[config.mk]
export PLATFORM = sky130hd
export DESIGN_NAME = rvfi_tracer
export DESIGN_NICKNAME = d
export VERILOG_FILES = /design/src/rvfi_pkg.sv /design/src/rvfi_decode.sv /design/src/rvfi_execute.sv /design/src/rvfi_result.sv /design/src/rvfi_tracer.sv
export SDC_FILE = /design/constraint.sdc
export NUM_CORES = 2
export LEC_CHECK = 0
export BUFFER_PORTS_ARGS = -buffer_cell sky130_fd_sc_hd__buf_2
export CAP_MARGIN = 20
export CORE_UTILIZATION = 25
export DETAILED_ROUTE_END_ITERATION = 7
export PLACE_DENSITY = 0.53
export SLEW_MARGIN = 10
export SYNTH_ARGS = -nofsm -noshare
export SYNTH_HDL_FRONTEND = slang
export SYNTH_SLANG_ARGS = --single-unit
[constraint.sdc]
create_clock -name clk_i -period 3.6 [get_ports clk_i]
set_clock_uncertainty 0.15 [all_clocks]
set_input_delay 0.18 -clock clk_i [delete_from_list [all_inputs] [get_ports clk_i]]
set_output_delay 0.18 -clock clk_i [all_outputs]
set_load 0.01 [all_outputs]
[src/rvfi_pkg.sv]
`default_nettype none

package rvfi_pkg;

  // ----------------------------------------------------------
  // Widths
  // ----------------------------------------------------------
  localparam int unsigned Xlen            = 32;
  localparam int unsigned InstrWidth      = 32;
  localparam int unsigned RegAddrWidth    = 5;
  localparam int unsigned MaxTransIdWidth = 4;  // Room for up to 16 side-table entries

  // Environment-call exception causes
  localparam logic [31:0] EnvCallUmode = 32'd8;
  localparam logic [31:0] EnvCallSmode = 32'd9;
  localparam logic [31:0] EnvCallMmode = 32'd11;

  localparam int unsigned IntrCauseBit = 31;  // Set in cause for asynchronous events

  // Codes reported in the intr field of the retirement after a trap
  localparam logic [2:0] IntrAfterTrap = 3'd3;
  localparam logic [2:0] IntrAfterIrq  = 3'd5;

  // ----------------------------------------------------------
  // Enums
  // ----------------------------------------------------------
  typedef enum logic [1:0] {
    MEM_NONE,
    MEM_LOAD,
    MEM_STORE
  } mem_op_e;

  typedef enum logic [1:0] {
    PRIV_U = 2'd0,
    PRIV_S = 2'd1,
    PRIV_M = 2'd3
  } priv_lvl_e;

  // ----------------------------------------------------------
  // Structs
  // ----------------------------------------------------------
  typedef struct packed {
    logic [InstrWidth-1:0] instr;
    logic                  is_compressed;
  } fetch_entry_t;

  typedef struct packed {
    logic                       valid;
    mem_op_e                    op;
    logic [MaxTransIdWidth-1:0] trans_id;
    logic [Xlen-1:0]            addr;
    logic [Xlen/8-1:0]          be;
    logic [Xlen-1:0]            wdata;
  } mem_access_t;

  typedef struct packed {
    logic                       valid;     // Retirement acked or exception reported
    logic [MaxTransIdWidth-1:0] trans_id;
    logic [Xlen-1:0]            pc;
    logic [RegAddrWidth-1:0]    rs1_addr;
    logic [RegAddrWidth-1:0]    rs2_addr;
    logic [RegAddrWidth-1:0]    rd_addr;
    logic [Xlen-1:0]            result;
    logic [Xlen-1:0]            wdata;
    logic                       ex_valid;
    logic [Xlen-1:0]            cause;
    priv_lvl_e                  priv;
  } commit_req_t;

  typedef struct packed {
    logic [Xlen-1:0]       rs1_rdata;
    logic [Xlen-1:0]       rs2_rdata;
    logic [InstrWidth-1:0] instr;
    logic [Xlen-1:0]       mem_addr;
    logic [Xlen/8-1:0]     mem_rmask;
    logic [Xlen/8-1:0]     mem_wmask;
    logic [Xlen-1:0]       mem_wdata;
  } sb_entry_t;

  typedef struct packed {
    logic                    valid;
    logic [InstrWidth-1:0]   insn;
    logic                    trap;
    logic [2:0]              intr;
    logic [Xlen-1:0]         cause;
    priv_lvl_e               mode;
    logic [RegAddrWidth-1:0] rs1_addr;
    logic [RegAddrWidth-1:0] rs2_addr;
    logic [RegAddrWidth-1:0] rd_addr;
    logic [Xlen-1:0]         rs1_rdata;
    logic [Xlen-1:0]         rs2_rdata;
    logic [Xlen-1:0]         rd_wdata;
    logic [Xlen-1:0]         pc_rdata;
    logic [Xlen-1:0]         mem_addr;
    logic [Xlen/8-1:0]       mem_rmask;
    logic [Xlen/8-1:0]       mem_wmask;
    logic [Xlen-1:0]         mem_rdata;
    logic [Xlen-1:0]         mem_wdata;
  } rvfi_instr_t;

endpackage

`default_nettype wire

[src/rvfi_decode.sv]
`timescale 1ns/1ps
`default_nettype none

module rvfi_decode (
  input  wire logic                  clk_i,
  input  wire logic                  rst_ni,
  input  wire logic                  flush_i,
  input  wire logic                  fetch_valid_i,
  input  wire rvfi_pkg::fetch_entry_t fetch_entry_i,
  output logic                       fetch_ready_o,
  output logic                       issue_valid_o,
  input  wire logic                  issue_ready_i,
  output rvfi_pkg::fetch_entry_t     issue_entry_o
);

  logic                   valid_q;
  rvfi_pkg::fetch_entry_t entry_q;
  rvfi_pkg::fetch_entry_t fetch_ext;  // Fetched entry with compressed opcode widened
  logic                   fetch_fire;
  logic                   issue_fire;

  // Register frees up when empty or when its content leaves this cycle
  assign issue_fire    = valid_q & issue_ready_i;
  assign fetch_ready_o = ~valid_q | issue_ready_i;
  assign fetch_fire    = fetch_valid_i & fetch_ready_o;

  always_comb begin
    fetch_ext = fetch_entry_i;
    if (fetch_entry_i.is_compressed) begin
      fetch_ext.instr = {16'b0, fetch_entry_i.instr[15:0]};  // Upper half carries no opcode
    end
  end

  // ----------------------------------------------------------
  // Holding register
  // ----------------------------------------------------------
  always_ff @(posedge clk_i or negedge rst_ni) begin
    if (!rst_ni) begin
      valid_q <= 1'b0;
    end else if (flush_i) begin
      valid_q <= 1'b0;  // Flush beats a fetch in the same cycle
    end else if (fetch_fire) begin
      valid_q <= 1'b1;
    end else if (issue_fire) begin
      valid_q <= 1'b0;
    end
  end

  always_ff @(posedge clk_i) begin
    if (fetch_fire && !flush_i) begin
      entry_q <= fetch_ext;
    end
  end

  assign issue_valid_o = valid_q;
  assign issue_entry_o = entry_q;

  // Stalled issue keeps the same instruction on offer
  a_issue_stable : assert property (@(posedge clk_i) disable iff (!rst_ni)
    issue_valid_o && !issue_ready_i && !flush_i |=> issue_valid_o && $stable(issue_entry_o));

endmodule

`default_nettype wire

[src/rvfi_execute.sv]
`timescale 1ns/1ps
`default_nettype none

module rvfi_execute #(
  parameter int unsigned NrSbEntries = 8
) (
  input  wire logic                           clk_i,
  input  wire logic                           rst_ni,
  input  wire logic                           issue_fire_i,
  input  wire rvfi_pkg::fetch_entry_t         issue_entry_i,
  input  wire logic [$clog2(NrSbEntries)-1:0] issue_trans_id_i,
  input  wire logic [rvfi_pkg::Xlen-1:0]      rs1_rdata_i,
  input  wire logic [rvfi_pkg::Xlen-1:0]      rs2_rdata_i,
  input  wire rvfi_pkg::mem_access_t          mem_access_i,
  input  wire logic [$clog2(NrSbEntries)-1:0] rd_trans_id_i,
  output rvfi_pkg::sb_entry_t                 rd_entry_o
);

  localparam int unsigned TransIdWidth = $clog2(NrSbEntries);

  rvfi_pkg::sb_entry_t [NrSbEntries-1:0] mem_q;
  rvfi_pkg::sb_entry_t [NrSbEntries-1:0] mem_d;
  logic [TransIdWidth-1:0]                mem_id;

  assign mem_id = mem_access_i.trans_id[TransIdWidth-1:0];  // Strobe id is sized for 16

  // ----------------------------------------------------------
  // Side table update
  // ----------------------------------------------------------
  always_comb begin
    mem_d = mem_q;

    // New issue starts with clean memory fields
    if (issue_fire_i) begin
      mem_d[issue_trans_id_i] = '{
        rs1_rdata: rs1_rdata_i,
        rs2_rdata: rs2_rdata_i,
        instr:     issue_entry_i.instr,
        default:   '0
      };
    end

    if (mem_access_i.valid) begin
      case (mem_access_i.op)
        rvfi_pkg::MEM_LOAD: begin
          mem_d[mem_id].mem_addr  = mem_access_i.addr;
          mem_d[mem_id].mem_rmask = mem_access_i.be;
        end
        rvfi_pkg::MEM_STORE: begin
          mem_d[mem_id].mem_addr  = mem_access_i.addr;
          mem_d[mem_id].mem_wmask = mem_access_i.be;
          mem_d[mem_id].mem_wdata = mem_access_i.wdata;
        end
        default: begin
        end
      endcase
    end
  end

  always_ff @(posedge clk_i or negedge rst_ni) begin
    if (!rst_ni) begin
      mem_q <= '0;
    end else begin
      mem_q <= mem_d;
    end
  end

  assign rd_entry_o = mem_q[rd_trans_id_i];  // Old contents on a same-cycle write

  // LSU only strobes for real loads and stores
  a_mem_op_known : assert property (@(posedge clk_i) disable iff (!rst_ni)
    mem_access_i.valid |-> mem_access_i.op != rvfi_pkg::MEM_NONE);

endmodule

`default_nettype wire

[src/rvfi_result.sv]
`timescale 1ns/1ps
`default_nettype none

module rvfi_result #(
  parameter int unsigned NrSbEntries = 8
) (
  input  wire logic                      clk_i,
  input  wire logic                      rst_ni,
  input  wire rvfi_pkg::commit_req_t     commit_i,
  output logic [$clog2(NrSbEntries)-1:0] rd_trans_id_o,
  input  wire rvfi_pkg::sb_entry_t       rd_entry_i,
  output rvfi_pkg::rvfi_instr_t          rvfi_o
);

  localparam int unsigned TransIdWidth = $clog2(NrSbEntries);

  logic                  exception;
  logic                  is_ecall;
  logic                  is_irq;
  logic                  retire;
  logic [2:0]            intr_q;
  logic                  valid_q;
  logic                  trap_q;
  rvfi_pkg::rvfi_instr_t rec_d;
  rvfi_pkg::rvfi_instr_t rec_q;

  assign rd_trans_id_o = commit_i.trans_id[TransIdWidth-1:0];

  // ----------------------------------------------------------
  // Retirement classification
  // ----------------------------------------------------------
  assign exception = commit_i.valid & commit_i.ex_valid;
  assign is_irq    = commit_i.cause[rvfi_pkg::IntrCauseBit];
  assign is_ecall  = (commit_i.cause == rvfi_pkg::EnvCallUmode) ||
                     (commit_i.cause == rvfi_pkg::EnvCallSmode) ||
                     (commit_i.cause == rvfi_pkg::EnvCallMmode);
  // Ecall still counts as an executed instruction
  assign retire    = (commit_i.valid & ~commit_i.ex_valid) | (exception & is_ecall);

  // Trap history seen by the next retirement
  always_ff @(posedge clk_i or negedge rst_ni) begin
    if (!rst_ni) begin
      intr_q <= '0;
    end else if (exception && is_irq) begin
      intr_q <= rvfi_pkg::IntrAfterIrq;
    end else if (exception) begin
      intr_q <= rvfi_pkg::IntrAfterTrap;
    end else if (retire) begin
      intr_q <= '0;
    end
  end

  // ----------------------------------------------------------
  // Record build
  // ----------------------------------------------------------
  always_comb begin
    rec_d           = '0;
    rec_d.insn      = rd_entry_i.instr;
    rec_d.intr      = intr_q;  // Value before this commit's update
    rec_d.cause     = commit_i.cause;
    rec_d.mode      = commit_i.priv;
    rec_d.rs1_addr  = commit_i.rs1_addr;
    rec_d.rs2_addr  = commit_i.rs2_addr;
    rec_d.rd_addr   = commit_i.rd_addr;
    rec_d.rs1_rdata = rd_entry_i.rs1_rdata;
    rec_d.rs2_rdata = rd_entry_i.rs2_rdata;
    rec_d.rd_wdata  = commit_i.wdata;
    rec_d.pc_rdata  = commit_i.pc;
    rec_d.mem_addr  = rd_entry_i.mem_addr;
    rec_d.mem_rmask = rd_entry_i.mem_rmask;
    rec_d.mem_wmask = rd_entry_i.mem_wmask;
    rec_d.mem_rdata = commit_i.result;
    rec_d.mem_wdata = rd_entry_i.mem_wdata;
  end

  always_ff @(posedge clk_i or negedge rst_ni) begin
    if (!rst_ni) begin
      valid_q <= 1'b0;
      trap_q  <= 1'b0;
    end else begin
      valid_q <= retire;
      trap_q  <= exception & ~is_irq;  // Synchronous trap only
    end
  end

  always_ff @(posedge clk_i) begin
    rec_q <= rec_d;
  end

  always_comb begin
    rvfi_o       = rec_q;
    rvfi_o.valid = valid_q;
    rvfi_o.trap  = trap_q;
  end

  // A reported trap never carries an interrupt cause
  a_trap_not_irq : assert property (@(posedge clk_i) disable iff (!rst_ni)
    rvfi_o.trap |-> !rvfi_o.cause[rvfi_pkg::IntrCauseBit]);

endmodule

`default_nettype wire

[src/rvfi_tracer.sv]
`timescale 1ns/1ps
`default_nettype none

module rvfi_tracer #(
  parameter int unsigned NrSbEntries = 8
) (
  input  wire logic                           clk_i,
  input  wire logic                           rst_ni,
  input  wire logic                           flush_i,
  // Fetch
  input  wire logic                           fetch_valid_i,
  input  wire rvfi_pkg::fetch_entry_t         fetch_entry_i,
  output logic                                fetch_ready_o,
  // Issue
  output logic                                issue_valid_o,
  input  wire logic                           issue_ready_i,
  input  wire logic [$clog2(NrSbEntries)-1:0] issue_trans_id_i,
  input  wire logic [rvfi_pkg::Xlen-1:0]      rs1_rdata_i,
  input  wire logic [rvfi_pkg::Xlen-1:0]      rs2_rdata_i,
  // Memory and commit
  input  wire rvfi_pkg::mem_access_t          mem_access_i,
  input  wire rvfi_pkg::commit_req_t          commit_i,
  output rvfi_pkg::rvfi_instr_t               rvfi_o
);

  rvfi_pkg::fetch_entry_t           issue_entry;
  logic                             issue_fire;
  logic [$clog2(NrSbEntries)-1:0]   rd_trans_id;
  rvfi_pkg::sb_entry_t              rd_entry;

  assign issue_fire = issue_valid_o & issue_ready_i;  // Issue handshake

  rvfi_decode i_rvfi_decode (
    .clk_i,
    .rst_ni,
    .flush_i,
    .fetch_valid_i,
    .fetch_entry_i,
    .fetch_ready_o,
    .issue_valid_o,
    .issue_ready_i,
    .issue_entry_o (issue_entry)
  );

  rvfi_execute #(
    .NrSbEntries (NrSbEntries)
  ) i_rvfi_execute (
    .clk_i,
    .rst_ni,
    .issue_fire_i     (issue_fire),
    .issue_entry_i    (issue_entry),
    .issue_trans_id_i,
    .rs1_rdata_i,
    .rs2_rdata_i,
    .mem_access_i,
    .rd_trans_id_i    (rd_trans_id),
    .rd_entry_o       (rd_entry)
  );

  rvfi_result #(
    .NrSbEntries (NrSbEntries)
  ) i_rvfi_result (
    .clk_i,
    .rst_ni,
    .commit_i,
    .rd_trans_id_o (rd_trans_id),
    .rd_entry_i    (rd_entry),
    .rvfi_o
  );

endmodule

`default_nettype wire

==> results.sh <==
export IMPL_die_area_um2=283000
export IMPL_yosys_most_used_dff="dfrtp_1"
export IMPL_fin_nets=7453
export IMPL_critPathMaxFanout=21
export IMPL_start_util_pct=25.1
export IMPL_synthTopCellsByCount="nand2_1 (1571), dfrtp_1 (1350), a21oi_1 (774)"
export IMPL_yosys_warnings=0
export IMPL_cts_root_buffer="clkbuf_16"
export IMPL_r2r_slack_ns=0.85
export IMPL_grt_util_all_layers_pct=17.1
export IMPL_io_pins=651
export IMPL_synthCells=6183
export IMPL_status="complete, but fails checks"
export IMPL_drv_cap=0
export IMPL_gr_total_overflow=0
export IMPL_die_w_um=532
export IMPL_synth_top_cell_by_area="dfrtp_1"
export IMPL_critical_path_arrival_ns=3.35
export IMPL_async_reset_ff_share_pct=79.5
export IMPL_rr_worst_depth=5
export IMPL_crit_start="i_rvfi_decode.issue_valid_o"
export IMPL_worst_slew_pin_slew_ns=1.17
export IMPL_ir_drop_uv=431
export IMPL_syn_area_per_cell_um2=11.4
export IMPL_power_leakage_nw=39.4
export IMPL_rsz0062_at_grt="false"
export IMPL_synth_seq_area_share_pct=58.5
export IMPL_critPathBufInv=1
export IMPL_min_period_ns=2.75
export IMPL_max_stage_delay_ns=0.83
export IMPL_cp_cell_sequence="and3_1, and2_4, buf_4, nand2_1, a21oi_1"
export IMPL_grt_first_pass_wirelength_um=369000
export IMPL_worstSetupStartpointType="flip-flop"
export IMPL_place_congestion=0.761
export IMPL_synth_edf_count=32
export IMPL_clock_fmax_mhz=364
export IMPL_r2r_end="i_rvfi_execute.mem_q[1129]"
export IMPL_routed_wl_um=247000
export IMPL_cp_required_ns=4.20
export IMPL_dp_hpwl_um=135000
export IMPL_vias=53400
export IMPL_path_clk_slew_ns=0.06
export IMPL_busiest_layer="met2"
export IMPL_finalHoldViolations=0
export IMPL_cts_htree_levels=4
export IMPL_cp_top_family="simple AND/OR/NAND/NOR gates"
export IMPL_grt_pass1_vias=55600
export IMPL_synth_nets=6516
export IMPL_setup_viol=0
export IMPL_yosysMostFrequentCell="nand2_1"
export IMPL_postLayoutSetupSlackWorst_ns=0.851
export IMPL_synth_top_cell_area_share_pct=48.1
export IMPL_utilization_pct=32.1
export IMPL_route_detailed_drc=80
export IMPL_ys_types=48
export IMPL_clockBufferDepth=4
export IMPL_num_rows=194
export IMPL_clock_sinks=1698
export IMPL_netlist_area_um2=70200
export IMPL_rr_startpoint="i_rvfi_decode.issue_valid_o"
export IMPL_clk_latency_ns=0.87
export IMPL_finalCritPeriodShare_pct=76.3
export IMPL_antenna_left=0
export IMPL_p_per_area_nw_per_um2=507
export IMPL_violations="DRC"
export IMPL_die_y_um=532
export IMPL_syn2layout_area_growth_pct=27.8
export IMPL_endpoint="i_rvfi_execute.mem_q[1129]"
export IMPL_cts_tree="yes"
export IMPL_grt_met1_usage_pct=22.8
export IMPL_drtIter0Drc=4580
export IMPL_slew_violations=0
export IMPL_synthTopCellsByArea="dfrtp_1 (48%), mux4_2 (11%), dfxtp_1 (9.0%)"
export IMPL_coreArea_um2=279000
export IMPL_drt_pass1_iter_count=8
export IMPL_cts_made_buffers=196
export IMPL_worst_path_max_delay_cell="and3_1"
export IMPL_p_total_mw=45.6
export IMPL_tns_ns=0
export IMPL_met3_usage_pct=3.32
export IMPL_relSlewSlack_pct=22.2
export IMPL_dp_slack_ns=0.833
export IMPL_wl_per_cell_um=22.4
export IMPL_gr_usage_met2_pct=28.1
export IMPL_ys_seq_elements=1698
export IMPL_antenna_found_initial=32
export IMPL_post_route_cells_drive_above_1_share_pct=23.3
export IMPL_vias_per_cell=4.84
export IMPL_cp_depth=5
export IMPL_grt_max_degree=171
export IMPL_endpoint_kind="flip-flop"
export IMPL_crit_type="flip-flop to flip-flop"
export IMPL_numPortBuffers=648
export IMPL_holdCritPathClass="primary input to flip-flop"
worst reg2reg max path: stages, from the launching register on:
cell and delay [ns]:
dfrtp_1 0.37, and3_1 0.83, and2_4 0.56, buf_4 0.46, nand2_1 0.11, a21oi_1 0.15
state kept, by name, indices dropped and copies added, names as in the netlist, named ones only:
name,flops
i_rvfi_result.valid_q,1
i_rvfi_decode.issue_valid_o,1
i_rvfi_result.rvfi_o,316
i_rvfi_result.trap_q,1
i_rvfi_execute.mem_q,1343
i_rvfi_decode.issue_entry_o,32
i_rvfi_result.intr_q,3
per-stage QoR:
| step | instances | hold slack [ns] | instance area (um^2) |
|---|---|---|---|
| floorplan | 6183 | -0.266 | 70200 |
| global placement | 10100 | 0.125 | 77300 |
| detailed placement | 10100 | 0.131 | 77300 |
| CTS | 11000 | 0.000109 | 89800 |
| global route | 11000 | 0.0414 | 89800 |
| finish | 11000 | 0.0784 | 89800 |
where the power goes:
| part | switching [mW] | leakage (nW) | internal [mW] |
|---|---|---|---|
| registers | 0.529 | 21.5 | 20.1 |
| logic | 2.42 | 14.6 | 1.92 |
| clock network | 8.54 | 3.26 | 12.1 |
final cells by class:
type	instances	area, um^2
Clock inverter	76	947
Multi-Input combinational cell	3815	26100
Inverter	8	30.0
Antenna cell	12	30.0
Tap cell	3724	4660
Fill cell	27800	190000
Clock buffer	290	5700
Timing Repair Buffer	1401	11300
Sequential cell	1698	41100
logic make-up after synthesis:
kind of cell | synth area share [%]
adders and majority gates | 0.0356
muxes | 13.5
and+or+nand+nor | 10.7
DFF | 58.5
buffers and inverters | 4.74
AOI/OAI and AO/OA | 12.6
what timing repair did:
item                      4_1_cts  5_1_grt
resized for setup               0        0
hold endpoints to repair     2713        0
setup buffers                   0        0
hold buffers                  574        0
metal layers:
metal	routed length, um	vias to the layer above
met5	159	-
met4	6520	24
met3	18100	437
met2	118000	2144
met1	104000	27400
li1	-	23400
how the worst min path moves through the flow:
| stage | endpoint | cells past startpoint | start |
|---|---|---|---|
| 3_5_place_dp | i_rvfi_execute.mem_q[17] | 1 | rst_ni |
| 6_report | i_rvfi_execute.mem_q[355] | 3 | mem_access_i[19] |
| 2_1_floorplan | asynchronous set/reset pin | 0 | rst_ni |
| 5_1_grt | i_rvfi_decode.issue_entry_o[8] | 2 | fetch_entry_i[8] |
| 4_1_cts | i_rvfi_execute.mem_q[1195] | 3 | mem_access_i[19] |
| 3_3_place_gp | i_rvfi_execute.mem_q[17] | 1 | rst_ni |
placed cells by master, fill, tap and decap left out, types with 6 or more instances in the layout:
cell type      synthesis  routed
a21oi_1              774     774
a21oi_4                4       8
a22o_1               311     311
a22oi_1              267     261
a22oi_2                2       8
and2_1                16       8
and2_4                 0       8
and3b_1                6       6
buf_12                 0      73
buf_2                237     644
buf_4                113     107
bufinv_16              0      14
clkbuf_1             213      54
clkbuf_16              0     200
clkbuf_8               0      36
clkinv_2               0      35
dfrtp_1             1350    1350
dfxtp_1              316     316
diode_2                0      12
dlygate4sd3_1          0     573
edfxtp_1              32      32
inv_1                  8       8
mux2_2               168     168
mux4_2               336     336
nand2_1             1571    1563
nand2_4                0       8
nand4_1                6       6
nor2_1               280     268
nor2_2                 4      12
nor2b_1               20      20
o21ai_0                7       7
Note: power is estimated with default switching activity, not from simulation.
